[config.mk]
export PLATFORM = sky130hd
export DESIGN_NAME = rtf_ifetch_top
export DESIGN_NICKNAME = d
export VERILOG_FILES = /design/src/source/rtf_pkg.sv /design/src/source/rtf_predecoder.sv /design/src/source/rtf_fetch_queue.sv /design/src/source/rtf_aligner.sv /design/src/source/rtf_ifetch_top.sv
export SDC_FILE = /design/constraint.sdc
export NUM_CORES = 1
export LEC_CHECK = 0
export BUFFER_PORTS_ARGS = -buffer_cell sky130_fd_sc_hd__buf_4
export CAP_MARGIN = 25
export CORE_ASPECT_RATIO = 1.4
export CORE_MARGIN = 4
export CORE_UTILIZATION = 55
export DETAILED_ROUTE_END_ITERATION = 16
export HOLD_SLACK_MARGIN = 0.06
export PLACE_DENSITY = 0.71
export REMOVE_ABC_BUFFERS = 1
export SLEW_MARGIN = 0
export SYNTH_ARGS = -nofsm -noshare
export SYNTH_HDL_FRONTEND = slang
export SYNTH_SLANG_ARGS = --single-unit
[constraint.sdc]
create_clock -name clk -period 16.2 [get_ports clk]
set_clock_uncertainty 0.2 [all_clocks]
set_input_delay 2.43 -clock clk [delete_from_list [all_inputs] [get_ports clk]]
set_output_delay 2.43 -clock clk [all_outputs]
set_load 0.01 [all_outputs]
[src/source/rtf_pkg.sv]
// shared definitions for the instruction alignment stage
//   opcode byte values of the reduced opcode table
//   functional unit class codes carried in the predecode byte
//   fetch word, queue and instruction sizes in bytes
`default_nettype none

package rtf_pkg;

  // ==========================================================================
  // opcode values
  // ==========================================================================

  // alu group
  localparam logic [7:0] op_add   = 8'h04;
  localparam logic [7:0] op_sub   = 8'h05;
  localparam logic [7:0] op_and   = 8'h08;
  localparam logic [7:0] op_or    = 8'h09;
  localparam logic [7:0] op_csr   = 8'h0f;
  localparam logic [7:0] op_perm  = 8'h13;
  localparam logic [7:0] op_add5  = 8'h2a;
  localparam logic [7:0] op_or5   = 8'h2b;
  localparam logic [7:0] op_add2r = 8'h2c;
  localparam logic [7:0] op_or2r  = 8'h2d;
  localparam logic [7:0] op_addui = 8'h30;
  localparam logic [7:0] op_orui  = 8'h31;
  // flow control group
  localparam logic [7:0] op_blr   = 8'h40;
  localparam logic [7:0] op_jmp   = 8'h41;
  localparam logic [7:0] op_jsr   = 8'h42;
  localparam logic [7:0] op_beq   = 8'h48;
  localparam logic [7:0] op_bne   = 8'h49;
  localparam logic [7:0] op_blt   = 8'h4a;
  localparam logic [7:0] op_bge   = 8'h4b;
  // system group
  localparam logic [7:0] op_brk   = 8'h00;
  localparam logic [7:0] op_nop   = 8'hea;
  // memory group, the short forms end in s
  localparam logic [7:0] op_ldb   = 8'h80;
  localparam logic [7:0] op_ldo   = 8'h84;
  localparam logic [7:0] op_ldos  = 8'h94;
  localparam logic [7:0] op_stb   = 8'ha0;
  localparam logic [7:0] op_sto   = 8'ha4;
  localparam logic [7:0] op_stos  = 8'hb4;
  // post-op and float groups
  localparam logic [7:0] op_pma   = 8'hd0;
  localparam logic [7:0] op_pms   = 8'hd1;
  localparam logic [7:0] op_fma   = 8'he0;
  localparam logic [7:0] op_fms   = 8'he1;

  // ==========================================================================
  // unit classes, upper nibble of the predecode byte
  // ==========================================================================
  localparam logic [3:0] unit_alu     = 4'd0;
  localparam logic [3:0] unit_branch  = 4'd1;
  localparam logic [3:0] unit_system  = 4'd3;
  localparam logic [3:0] unit_memory  = 4'd4;
  localparam logic [3:0] unit_post    = 4'd5;
  localparam logic [3:0] unit_float   = 4'd6;
  localparam logic [3:0] unit_default = 4'd7;

  // sizes of the fetch path
  localparam int fetch_bytes     = 4;
  localparam int queue_bytes     = 16;
  localparam int max_instr_bytes = 8;
  // count must hold 0 to 16 and the pointers index 16 bytes
  localparam int count_width     = 5;
  localparam int ptr_width       = 4;

endpackage

`default_nettype wire

[src/source/rtf_predecoder.sv]
// opcode predecoder
//   maps an opcode byte to {unit class, length in bytes}
//   bytes outside the table get class 7 and length 4
`timescale 1ns/1ps
`default_nettype none

module rtf_predecoder
  import rtf_pkg::*;
(
  input  logic [7:0] opcode,
  output logic [7:0] code
);

  // the lower nibble is the instruction length, counting the opcode byte,
  // and the upper nibble the unit that will execute it
  always_comb begin
    case (opcode)
      // plain register forms carry three register fields
      op_add:   code = {unit_alu, 4'd4};
      op_sub:   code = {unit_alu, 4'd4};
      op_and:   code = {unit_alu, 4'd4};
      op_or:    code = {unit_alu, 4'd4};
      // csr needs an extra byte for the register number
      op_csr:   code = {unit_alu, 4'd5};
      op_perm:  code = {unit_alu, 4'd6};
      // short immediate and two-register forms
      op_add5:  code = {unit_alu, 4'd3};
      op_or5:   code = {unit_alu, 4'd3};
      op_add2r: code = {unit_alu, 4'd3};
      op_or2r:  code = {unit_alu, 4'd3};
      // upper immediates take a full 48 bit constant
      op_addui: code = {unit_alu, 4'd8};
      op_orui:  code = {unit_alu, 4'd8};

      op_blr:   code = {unit_branch, 4'd4};
      op_jmp:   code = {unit_branch, 4'd5};
      op_jsr:   code = {unit_branch, 4'd5};
      // conditional branches have a short displacement
      op_beq:   code = {unit_branch, 4'd3};
      op_bne:   code = {unit_branch, 4'd3};
      op_blt:   code = {unit_branch, 4'd3};
      op_bge:   code = {unit_branch, 4'd3};

      op_brk:   code = {unit_system, 4'd2};
      op_nop:   code = {unit_system, 4'd1};

      op_ldb:   code = {unit_memory, 4'd4};
      op_ldo:   code = {unit_memory, 4'd4};
      op_stb:   code = {unit_memory, 4'd4};
      op_sto:   code = {unit_memory, 4'd4};
      // short loads and stores drop the upper displacement byte
      op_ldos:  code = {unit_memory, 4'd3};
      op_stos:  code = {unit_memory, 4'd3};

      op_pma:   code = {unit_post, 4'd4};
      op_pms:   code = {unit_post, 4'd4};
      op_fma:   code = {unit_float, 4'd4};
      op_fms:   code = {unit_float, 4'd4};

      // anything unknown is sized like a full register op so the
      // stream keeps moving and decode raises the fault later
      default:  code = {unit_default, 4'd4};
    endcase
  end

endmodule

`default_nettype wire

[src/source/rtf_fetch_queue.sv]
// byte queue between fetch and alignment
//   circular array of 16 bytes with read and write pointers
//   pushes one 4 byte fetch word, pops a variable number of bytes
//   presents the first 8 bytes at the read pointer for alignment
`timescale 1ns/1ps
`default_nettype none

module rtf_fetch_queue
  import rtf_pkg::*;
(
  input  logic                         clk,
  input  logic                         reset,
  input  logic                         push,
  input  logic [8*fetch_bytes-1:0]     push_data,
  input  logic                         pop,
  input  logic [3:0]                   pop_len,
  output logic                         room,
  output logic [count_width-1:0]       count,
  output logic [8*max_instr_bytes-1:0] head_bytes
);

  logic [7:0]             mem [queue_bytes];
  logic [ptr_width-1:0]   rd_ptr;
  logic [ptr_width-1:0]   wr_ptr;
  // byte counts added and removed at the next edge
  logic [count_width-1:0] push_n;
  logic [count_width-1:0] pop_n;

  assign push_n = push ? count_width'(fetch_bytes) : '0;
  assign pop_n  = pop ? count_width'(pop_len) : '0;

  // ==========================================================================
  // storage
  // ==========================================================================

  // the fetch word goes in lowest byte first, so byte 0 of the word
  // lands at the write pointer and the others follow it
  always_ff @(posedge clk) begin
    if (push) begin
      for (int i = 0; i < fetch_bytes; i++) begin
        mem[wr_ptr + ptr_width'(i)] <= push_data[8*i +: 8];
      end
    end
  end

  // the pointers wrap on their own since the depth is a power of two
  always_ff @(posedge clk) begin
    if (reset) begin
      rd_ptr <= '0;
      wr_ptr <= '0;
      count  <= '0;
    end else begin
      if (push) begin
        wr_ptr <= wr_ptr + ptr_width'(fetch_bytes);
      end
      if (pop) begin
        rd_ptr <= rd_ptr + ptr_width'(pop_len);
      end
      // push and pop may land on the same edge
      count <= count + push_n - pop_n;
    end
  end

  // ==========================================================================
  // head window and fetch room
  // ==========================================================================

  // bytes past count are stale, the aligner only uses them once count
  // covers the instruction length
  always_comb begin
    for (int i = 0; i < max_instr_bytes; i++) begin
      head_bytes[8*i +: 8] = mem[rd_ptr + ptr_width'(i)];
    end
  end

  // room for one more whole word
  assign room = (count <= count_width'(queue_bytes - fetch_bytes));

endmodule

`default_nettype wire

[src/source/rtf_aligner.sv]
// instruction aligner
//   predecodes the byte at the head of the queue
//   waits until the queue holds the whole instruction
//   registers it left aligned and zero filled, with length and unit,
//   and pops its bytes on the same edge
`timescale 1ns/1ps
`default_nettype none

module rtf_aligner
  import rtf_pkg::*;
(
  input  logic                         clk,
  input  logic                         reset,
  input  logic [count_width-1:0]       count,
  input  logic [8*max_instr_bytes-1:0] head_bytes,
  input  logic                         decode_stall,
  output logic                         pop,
  output logic [3:0]                   pop_len,
  output logic                         instr_valid,
  output logic [8*max_instr_bytes-1:0] instr_data,
  output logic [3:0]                   instr_len,
  output logic [3:0]                   instr_unit
);

  logic [7:0]                   head_code;
  logic [3:0]                   head_len;
  logic [3:0]                   head_unit;
  logic                         complete;
  logic                         take;
  logic [8*max_instr_bytes-1:0] masked;

  // byte 0 of the head is always an opcode once the queue is not empty
  rtf_predecoder u_predecoder (
    .opcode (head_bytes[7:0]),
    .code   (head_code)
  );

  assign head_len  = head_code[3:0];
  assign head_unit = head_code[7:4];

  // ==========================================================================
  // issue decision
  // ==========================================================================

  // every length is at least one byte, so an empty queue never
  // looks complete even while the head is stale
  assign complete = (count >= count_width'(head_len));
  assign take     = complete && !decode_stall;

  // the pop acts on the same edge as the output register, so the next
  // instruction is at the head in the following cycle
  assign pop     = take;
  assign pop_len = head_len;

  // clear every byte past the instruction length, those belong to
  // the next instruction or are stale
  always_comb begin
    for (int i = 0; i < max_instr_bytes; i++) begin
      if (i < head_len) begin
        masked[8*i +: 8] = head_bytes[8*i +: 8];
      end else begin
        masked[8*i +: 8] = 8'h00;
      end
    end
  end

  // ==========================================================================
  // output register
  // ==========================================================================

  // one cycle pulse per instruction
  always_ff @(posedge clk) begin
    if (reset) begin
      instr_valid <= 1'b0;
    end else begin
      instr_valid <= take;
    end
  end

  // payload holds its value between instructions
  always_ff @(posedge clk) begin
    if (take) begin
      instr_data <= masked;
      instr_len  <= head_len;
      instr_unit <= head_unit;
    end
  end

endmodule

`default_nettype wire

[src/source/rtf_ifetch_top.sv]
// instruction alignment stage top
//   fetch queue fed by 32 bit fetch words
//   aligner with predecoder feeding the decode stage
`timescale 1ns/1ps
`default_nettype none

module rtf_ifetch_top
  import rtf_pkg::*;
(
  input  logic                         clk,
  input  logic                         reset,
  input  logic                         fetch_valid,
  input  logic [8*fetch_bytes-1:0]     fetch_data,
  output logic                         fetch_ready,
  input  logic                         decode_stall,
  output logic                         instr_valid,
  output logic [8*max_instr_bytes-1:0] instr_data,
  output logic [3:0]                   instr_len,
  output logic [3:0]                   instr_unit
);

  logic [count_width-1:0]       count;
  logic [8*max_instr_bytes-1:0] head_bytes;
  logic                         pop;
  logic [3:0]                   pop_len;

  // a word is taken only while the queue has room for it
  rtf_fetch_queue u_queue (
    .clk        (clk),
    .reset      (reset),
    .push       (fetch_valid & fetch_ready),
    .push_data  (fetch_data),
    .pop        (pop),
    .pop_len    (pop_len),
    .room       (fetch_ready),
    .count      (count),
    .head_bytes (head_bytes)
  );

  rtf_aligner u_aligner (
    .clk          (clk),
    .reset        (reset),
    .count        (count),
    .head_bytes   (head_bytes),
    .decode_stall (decode_stall),
    .pop          (pop),
    .pop_len      (pop_len),
    .instr_valid  (instr_valid),
    .instr_data   (instr_data),
    .instr_len    (instr_len),
    .instr_unit   (instr_unit)
  );

endmodule

`default_nettype wire

Word level (Yosys, flattened, before mapping)
Memories as Yosys holds them, arrays and structs flattened. A register that Yosys moved wholly into a read port is not among the register bits.
Index checks and enable logic that the tools add are counted.

operators by class
  add/subtract/negate cells = 14
  order comparisons = 10
  equality and inequality tests = 30
  muxes and demuxes = 7
  bitwise logic cells = 1
  reductions and logical operators = 19

operator list
  cell                 number
  $pmux 7 s14          1
  $eq 8x8->1 const B   11
  $eq 8x7->1 const B   7
  $eq 8x6->1 const B   6
  $eq 8x4->1 const B   3
  $add 4x3->4 const B  5
  $add 4x2->4 const B  4
  $eq 8x3->1 const B   2
  $lt 3x4->1 const A   4
  $reduce_or 4->1      4
  $mux 4               3
  $reduce_or 2->1      5
  $add 4x1->4 const B  2
  $eq 8x5->1 const B   1
  $logic_not 1->1      8
  $logic_not 8->1      1
  $lt 1x4->1 const A   2
  $lt 2x4->1 const A   2
  $add 5x5->5          1
  $ge 5x4->1           1
  $le 5x4->1 const B   1
  $sub 5x5->5          1
  $add 4x4->4          1
  $mux 3               1
  other kinds (3)      4

word-level totals
  flip-flop bits (word level) = 30
  bits in writable memories = 128
  input port bits = 36
  output and inout port bits = 74
  logic and storage cells = 89
  memories = 1

memory list
  memory       words  bits a word  read ports  clocked after memory_dff  wr ports  RTL line               source
  u_queue.mem  16     8            8           8                         4         rtf_fetch_queue.sv:22  logic [7:0] mem [queue_bytes];

Longest topological paths before layout
Gate-level depths: netlist (run 1).

  depth in word-level cells = 7
  mapped depth = 27
  gate-level depth less buffers = 22

By module
A second synthesis (run 1) with hierarchy kept.

unflattened totals
  cell total of the unflattened synthesis = 820
  area total of the unflattened synthesis = 13,615.6 um^2

modules (own cells, without submodules)
  module           instances  cells each  area each (um^2)  seq. area each (um^2)
  rtf_fetch_queue  1          587         10,367.4          4,144.0
  rtf_aligner      1          162         2,761.4           2,182.1
  rtf_predecoder   1          70          480.5             0.0
  rtf_ifetch_top   1          1           6.3               0.0

Worst setup path after synthesis (run 1)
OpenSTA, ideal clock, no wires.

  path type = register to register
  start point = register (tool-made name)
  end point = register u_queue.count[3]
  setup time = 0.128 ns
  arrival = 6.408 ns
  required time = 15.872 ns
  path slack = 9.464 ns
  cell stages (with the launch flop) = 27
  buffers on the path = 4
  clock period less this slack = 6.736 ns
  cells stage by stage = dfxtp_1 buf_6 buf_12 mux4_1 nand2_1 and4_1 clkbuf_1 clkinv_1 nand3_1 and4b_1 clkbuf_4 nor3_4 nand2_1 ha_1 nand2b_1 a21oi_1 nor2b_1 o21ai_0 a21o_1 inv_1 o21ai_0 ha_1 ha_1 inv_1 fa_1 xor2_1 nor2_1

RTL lines
  item                    RTL line               source
  end signal: assignment  rtf_fetch_queue.sv:60  count <= count + push_n - pop_n;
  end: declaration        rtf_fetch_queue.sv:18  output logic [count_width-1:0] count,

==> results.sh, run 1 <==
export IMPL_die_h_um=193.3
export IMPL_end_kind="flop"
export IMPL_rr_worst_depth=23
export IMPL_cp_data_required_time_ns=16.40
export IMPL_vias_per_cell=7.220
export IMPL_synth_edf_count=199
export IMPL_path_max_fanout=37
export IMPL_path_clk_slew_ns=0.07
export IMPL_wl_per_cell_um=30.41
export IMPL_insertion_delay_ns=0.54
export IMPL_setup_ws_ns=9.352
export IMPL_design_area_um2=15390
export IMPL_drt_iter0_drc=956
export IMPL_via_count=8960
export IMPL_async_reset_ff_frac=0
export IMPL_p_leak_uw=0.005244
export IMPL_ys_types=58
export IMPL_hold_ws_ns=0.3225
export IMPL_ant_nets=0
export IMPL_tightestPinTransition_ns=1.113
export IMPL_track_usage=0.2774
export IMPL_crit_type="reg -> reg"
export IMPL_tns_ns=0
export IMPL_syn_to_final_growth_pct=14.08
export IMPL_reg2reg_to="u_queue.count[3]"
export IMPL_p_sw_frac=0.3927
export IMPL_min_path_cells=2
export IMPL_pre_cts_ws_ns=9.429
export IMPL_worstHoldStart="u_queue.wr_ptr[3]"
export IMPL_ir_drop_v=0.0001261
export IMPL_fin_crit_sh=0.4227
export IMPL_cts_max_path_buffers=3
export IMPL_yosysWarnings=0
export IMPL_r2r_setup_slack_ns=9.35
export IMPL_htreeDepth=1
export IMPL_power_frac_clock=0.165
export IMPL_pwr_share_comb=0.550
export IMPL_grt_pass1_wl_mm=57.25
export IMPL_post_cts_resized=0
export IMPL_start_util=0.5607
export IMPL_fmax_ghz=0.1460
export IMPL_cts_buffers=22
export IMPL_antenna_cells=0
export IMPL_post_cts_setup_buffers=0
export IMPL_instances_no_fill=1241
export IMPL_syn_cell_area_um2=13490
export IMPL_relSlewSlack=0.2576
export IMPL_final_nets=978
export IMPL_dp_hpwl_mm=25.48
export IMPL_internal_power_uw=1957
export IMPL_grt_max_degree=65
export IMPL_rsz0062_at_grt="false"
export IMPL_nFillCells=1662
export IMPL_slew_viol_final=0
export IMPL_dp_cells=1200
export IMPL_clock_sinks=215
export IMPL_place_area_um2=14600
export IMPL_overflow=0
export IMPL_firstDrtPassIters=5
export IMPL_grt_pass1_vias=9274
export IMPL_worstHoldPathType="reg -> reg"
export IMPL_fp_dieW_um=140.4
export IMPL_avgSynthCellArea_um2=16.43
export IMPL_coreArea_um2=24060
export IMPL_gp_congestion=0.9138
export IMPL_dieArea_um2=27130
export IMPL_arrival_ns=7.05
export IMPL_drt_total_wl_mm=37.74
export IMPL_row_count=67
export IMPL_min_to="u_queue.wr_ptr[3]"
export IMPL_p_seq_frac=0.285
export IMPL_drv_cap=0
export IMPL_synth_flop_cell="edfxtp_1"
export IMPL_cts_tree="yes"
export IMPL_start_kind="flop"
export IMPL_antenna_found_initial=0
export IMPL_finalCriticalPeriod_ns=6.848
export IMPL_p_sw_uw=1266
export IMPL_drc_errors=0
export IMPL_hold_viol_final=0
export IMPL_netlist_instances=821
export IMPL_ys_seq_area_frac=0.4667
export IMPL_status="completed"
export IMPL_clockRootBuffer="clkbuf_16"
export IMPL_io_pins=110
export IMPL_hold_buffers=0
export IMPL_synth_seq_cells=215
export IMPL_drive_above_1_share=0.4125
export IMPL_power_density_nw_per_um2=209.4
export IMPL_port_buffers=108
export IMPL_setup_violations=0
through the flow:
step	utilization	total power [uW]
after CTS	0.6385	3215
after global routing	0.6397	3384
after floorplan	-	2129
after detailed placement	0.6069	2675
after global placement	0.6061	2626
final	0.6397	3223
synthesized netlist by cell type (2+ instances only):
cell type | count | area [um2]
a22oi_4 | 2 | 42.54
or2_2 | 3 | 18.77
a21oi_1 | 12 | 60.06
mux2i_1 | 24 | 240.2
clkbuf_1 | 32 | 120.1
buf_12 | 3 | 60.06
o21ai_0 | 13 | 65.06
mux4_2 | 187 | 4212
nor2b_1 | 14 | 87.58
and3_1 | 21 | 131.4
fa_1 | 3 | 60.06
nand4_1 | 4 | 25.02
and4_1 | 7 | 61.31
a2111oi_1 | 5 | 50.05
buf_4 | 3 | 22.52
inv_2 | 2 | 7.510
mux4_1 | 8 | 210.2
o211ai_1 | 7 | 52.55
xor2_1 | 5 | 43.79
o31ai_1 | 3 | 22.52
dfxtp_1 | 16 | 320.3
nor2_1 | 19 | 71.32
inv_1 | 22 | 82.58
clkinv_1 | 4 | 15.01
and2_1 | 26 | 162.7
a211oi_1 | 35 | 262.8
edfxtp_1 | 199 | 5976
xnor2_1 | 10 | 87.58
buf_2 | 8 | 40.04
buf_1 | 17 | 63.81
nand2_1 | 36 | 135.1
ha_1 | 24 | 300.3
a22oi_1 | 6 | 45.04
nor3_1 | 4 | 20.02
a21o_1 | 5 | 37.54
a2111oi_2 | 3 | 45.04
nand3_1 | 7 | 35.03
nor4_1 | 2 | 12.51
state kept, by name (all words and copies together), names as in the netlist, named ones only:
signal / count
u_aligner.instr_data: 64
u_aligner.instr_len: 4
u_aligner.instr_unit: 3
u_aligner.instr_valid: 1
u_queue.count: 5
u_queue.mem: 128
u_queue.rd_ptr: 4
u_queue.wr_ptr: 2
cell families after synthesis:
| group | count (synthesis) | synth area share |
|---|---|---|
| mux | 220 | 0.3464 |
| flops | 215 | 0.4667 |
| simple gates | 154 | 0.06492 |
| compound gates | 96 | 0.05333 |
| buf+inv | 93 | 0.03191 |
| fa+ha+maj | 27 | 0.02671 |
| xor+xnor | 15 | 0.009738 |
| other cells | 1 | 0.0002780 |
worst max-delay path, stage by stage (launching register included):
cell and delay [ns]:
dfxtp_2 0.65, buf_12 0.27, mux4_2 0.51, nand2_1 0.08
and4_1 0.42, inv_1 0.15, nand3_1 0.12, and4b_1 0.42
nor3_4 0.63, nand2_1 0.21, ha_1 0.34, nand2b_1 0.10
a21oi_1 0.07, nor2b_1 0.12, o21ai_0 0.09, a21o_1 0.27
inv_2 0.60, o21ai_0 0.23, ha_1 0.35, ha_1 0.17
inv_1 0.06, fa_1 0.39, xor2_1 0.18, nor2_1 0.06
layer usage:
metal  global-route usage  share of wire  vias to the layer above
met5                    0              0                        -
met3              0.04742          0.090                      116
li1                     -              -                     3668
met2               0.4679           0.51                      585
met4               0.1253          0.049                        0
met1               0.3529           0.35                     4591
cell usage in the layout (no fill, tap or decap), drive strengths merged, types with 3 or more instances in the layout:
cell,n
bufinv,4
nor3,5
dfxtp,16
and4,7
nor3b,3
nand2,38
edfxtp,199
mux4,195
a21o,5
inv,25
a2111oi,8
mux2i,24
nand4,4
xnor2,10
o31ai,3
a211oi,35
or2,3
nor2,20
fa,3
xor2,5
a22oi,8
nor2b,14
clkinv,13
ha,24
o21ai,15
and2,26
a21oi,12
nand3,7
buf,135
and3,21
clkbuf,25
o211ai,7
area by class of cell:
class	instances	area [um2]	area share
clock buffer	25	561.8	0.03650
timing repair buffer	135	1046	0.06797
clock inverter	15	197.7	0.01285
sequential	215	6304	0.4096
tap	310	387.9	0.02520
multi-input combinational	513	6788	0.4411
inverter	28	105.1	0.006829
power by group through the flow:
stage,combinational [uW],clock (uW),sequential (uW)
2_1_floorplan,1150,0,983
3_3_place_gp,1700,0,926
3_5_place_dp,1750,0,926
4_1_cts,1760,541,917
5_1_grt,1890,564,932
6_report,1770,532,918
worst max-delay path by stage:
stage / to / slack (ns) / depth (start not counted)
2_1_floorplan: u_aligner.instr_data[24] / 7.41 / 5
3_3_place_gp: u_queue.count[3] / 9.39 / 22
3_5_place_dp: u_queue.count[3] / 9.43 / 23
4_1_cts: u_queue.count[3] / 9.40 / 23
5_1_grt: u_queue.count[3] / 9.02 / 23
6_report: u_queue.count[3] / 9.35 / 23
No activity file was read; power rests on OpenSTA's default activity.
==> run 2: changes to the inputs <==
- PLACE_DENSITY: 0.71 -> 0.74
- clock period: 16.2 -> 6.1 ns (I/O delays scaled with it)
==> results.sh, run 2 (synthesis gave the netlist of run 1 again) <==
export IMPL_final_cell_mix="edfxtp_1, mux4_2, buf_4, nand2_1, a211oi_1"
export IMPL_start_util=0.5607
export IMPL_relSlewSlack=0.3168
export IMPL_top_regs="u_queue.mem (128), u_aligner.instr_data (64), u_queue.count (5)"
export IMPL_internal_power_uw=5287
export IMPL_antenna_cells=0
export IMPL_rsz0062_at_grt="false"
export IMPL_cp_data_required_time_ns=6.29
export IMPL_firstDrtPassIters=6
export IMPL_cp_num_buf_inv=3
export IMPL_row_count=67
export IMPL_cpMaxStageDelayCell="fa_1"
export IMPL_min_to="u_queue.wr_ptr[3]"
export IMPL_cts_buffers=22
export IMPL_p_sw_uw=3332
export IMPL_finalCriticalPeriod_ns=5.628
export IMPL_pwr_share_comb=0.554
export IMPL_setup_ws_ns=0.4716
export IMPL_timing_critical_path_depth=22
export IMPL_largest_reg_flops=128
export IMPL_ir_drop_v=0.0003844
export IMPL_crit_type="reg -> reg"
export IMPL_start_kind="flop"
export IMPL_reg2reg_to="u_queue.count[4]"
export IMPL_via_count=9006
export IMPL_mostFrequentLayoutCell="edfxtp_1"
export IMPL_drt_iter0_drc=998
export IMPL_overflow=0
export IMPL_antenna_found_initial=0
export IMPL_track_usage=0.2782
export IMPL_tightestPinTransition_ns=1.020
export IMPL_end_kind="flop"
export IMPL_port_buffers=108
export IMPL_power_density_nw_per_um2=554.8
export IMPL_drv_cap=0
export IMPL_final_nets=994
export IMPL_gp_congestion=0.9600
export IMPL_drt_total_wl_mm=37.60
export IMPL_drive_above_1_share=0.4218
export IMPL_hold_buffers=0
export IMPL_power_frac_clock=0.165
export IMPL_arrival_ns=5.82
export IMPL_crit_path_max_incr_delay_ns=0.54
export IMPL_instances_no_fill=1256
export IMPL_ant_nets=0
export IMPL_htreeDepth=1
export IMPL_coreArea_um2=24060
export IMPL_die_h_um=193.3
export IMPL_grt_max_degree=75
export IMPL_fp_dieW_um=140.4
export IMPL_pre_cts_ws_ns=0.3916
export IMPL_p_sw_frac=0.3866
export IMPL_min_path_cells=2
export IMPL_top_register="u_queue.mem"
export IMPL_post_cts_setup_buffers=0
export IMPL_fin_crit_sh=0.9227
export IMPL_status="completed"
export IMPL_fmax_ghz=0.1777
export IMPL_clock_sinks=215
export IMPL_p_leak_uw=0.005322
export IMPL_setup_violations=0
export IMPL_dieArea_um2=27130
export IMPL_grt_pass1_wl_mm=57.44
export IMPL_clockRootBuffer="clkbuf_16"
export IMPL_hold_viol_final=0
export IMPL_path_cells="buf_4 -> mux4_2 -> nand2_1 -> and4_1 -> inv_1 -> or4_4 -> nor2_2 -> a22o_1 -> nor2_1 -> ha_1 -> a21oi_1 -> nor2b_1 -> o21ai_0 -> a21o_1 -> nor4_1 -> fa_1 -> inv_1 -> ha_1 -> a21o_1 -> a21oi_1 -> xnor2_1 -> nor2_1"
export IMPL_fin_util=0.6457
export IMPL_slew_viol_final=0
export IMPL_path_max_fanout=14
export IMPL_syn_to_final_growth_pct=15.15
export IMPL_grt_pass1_vias=9166
export IMPL_cts_max_path_buffers=3
export IMPL_vias_per_cell=7.170
export IMPL_worstHoldPathType="reg -> reg"
export IMPL_dp_cells=1216
export IMPL_worstHoldStart="u_queue.wr_ptr[3]"
export IMPL_r2r_setup_slack_ns=0.47
export IMPL_drc_errors=0
export IMPL_insertion_delay_ns=0.51
export IMPL_p_seq_frac=0.281
export IMPL_wl_per_cell_um=29.94
export IMPL_rr_worst_depth=22
export IMPL_critPathTopFamily="simple AND/OR/NAND/NOR gates"
export IMPL_dp_hpwl_mm=25.57
export IMPL_io_pins=110
export IMPL_cts_tree="yes"
export IMPL_path_clk_slew_ns=0.07
run 2: cell types whose count changed in the layout (fill, tap and decap cells not counted), sizes merged:
cell / change
clkinvlp: +2
clkinv: -3
clkbuf: -1
buf: +16
inv: +1
run 2: tightest hold or removal path: stages (launching register included):
cell and delay, ns:
dfxtp_1 0.34, nand2_1 0.06, a21oi_1 0.06
run 2: through the flow:
stage / TNS (ns) / area (um2) / power, uW / hold slack [ns]
2_1_floorplan: -124.16 / 13170 / 5655 / 0.2631
5_1_grt: 0 / 15530 / 9061 / 0.3282
3_3_place_gp: 0 / 14730 / 7050 / 0.2812
4_1_cts: 0 / 15500 / 8598 / 0.3036
3_5_place_dp: 0 / 14740 / 7158 / 0.2943
6_report: 0 / 15530 / 8619 / 0.3043
run 2: how the worst max path moves through the flow:
stage | endpoint | slack, ns
after floorplan | u_aligner.instr_data[24] | -2.69
after CTS | u_queue.count[4] | 0.34
final | u_queue.count[4] | 0.47
after global routing | u_queue.count[4] | 0.06
after global placement | u_queue.count[4] | 0.55
after detailed placement | u_queue.count[4] | 0.39
run 2: repair_timing:
action,in CTS,in global routing
gates resized for setup,0,1
hold endpoints to repair,0,0
setup endpoints to repair,0,1
run 2: routing by layer:
layer  GRT usage  part of all wire
met4     0.09874             0.041
met1      0.3692              0.35
met3     0.03853             0.092
met2      0.4737              0.51
met5           0                 0
run 2: power groups by stage:
| stage | registers, uW | clock network [uW] | logic [uW] |
|---|---|---|---|
| after global placement | 2440 | 0 | 4610 |
| after global routing | 2460 | 1500 | 5090 |
| after detailed placement | 2450 | 0 | 4710 |
| final | 2430 | 1420 | 4770 |
| after CTS | 2420 | 1440 | 4740 |
| after floorplan | 2610 | 0 | 3040 |
run 2: final cells by class:
cell class / instances / area, um2
Fill cell: 1681 / 8524
Multi-Input combinational cell: 513 / 6799
Sequential cell: 215 / 6305
Timing Repair Buffer: 151 / 1174
Clock buffer: 24 / 579.3
Tap cell: 310 / 387.9
Clock inverter: 15 / 185.2
Inverter: 28 / 105.1
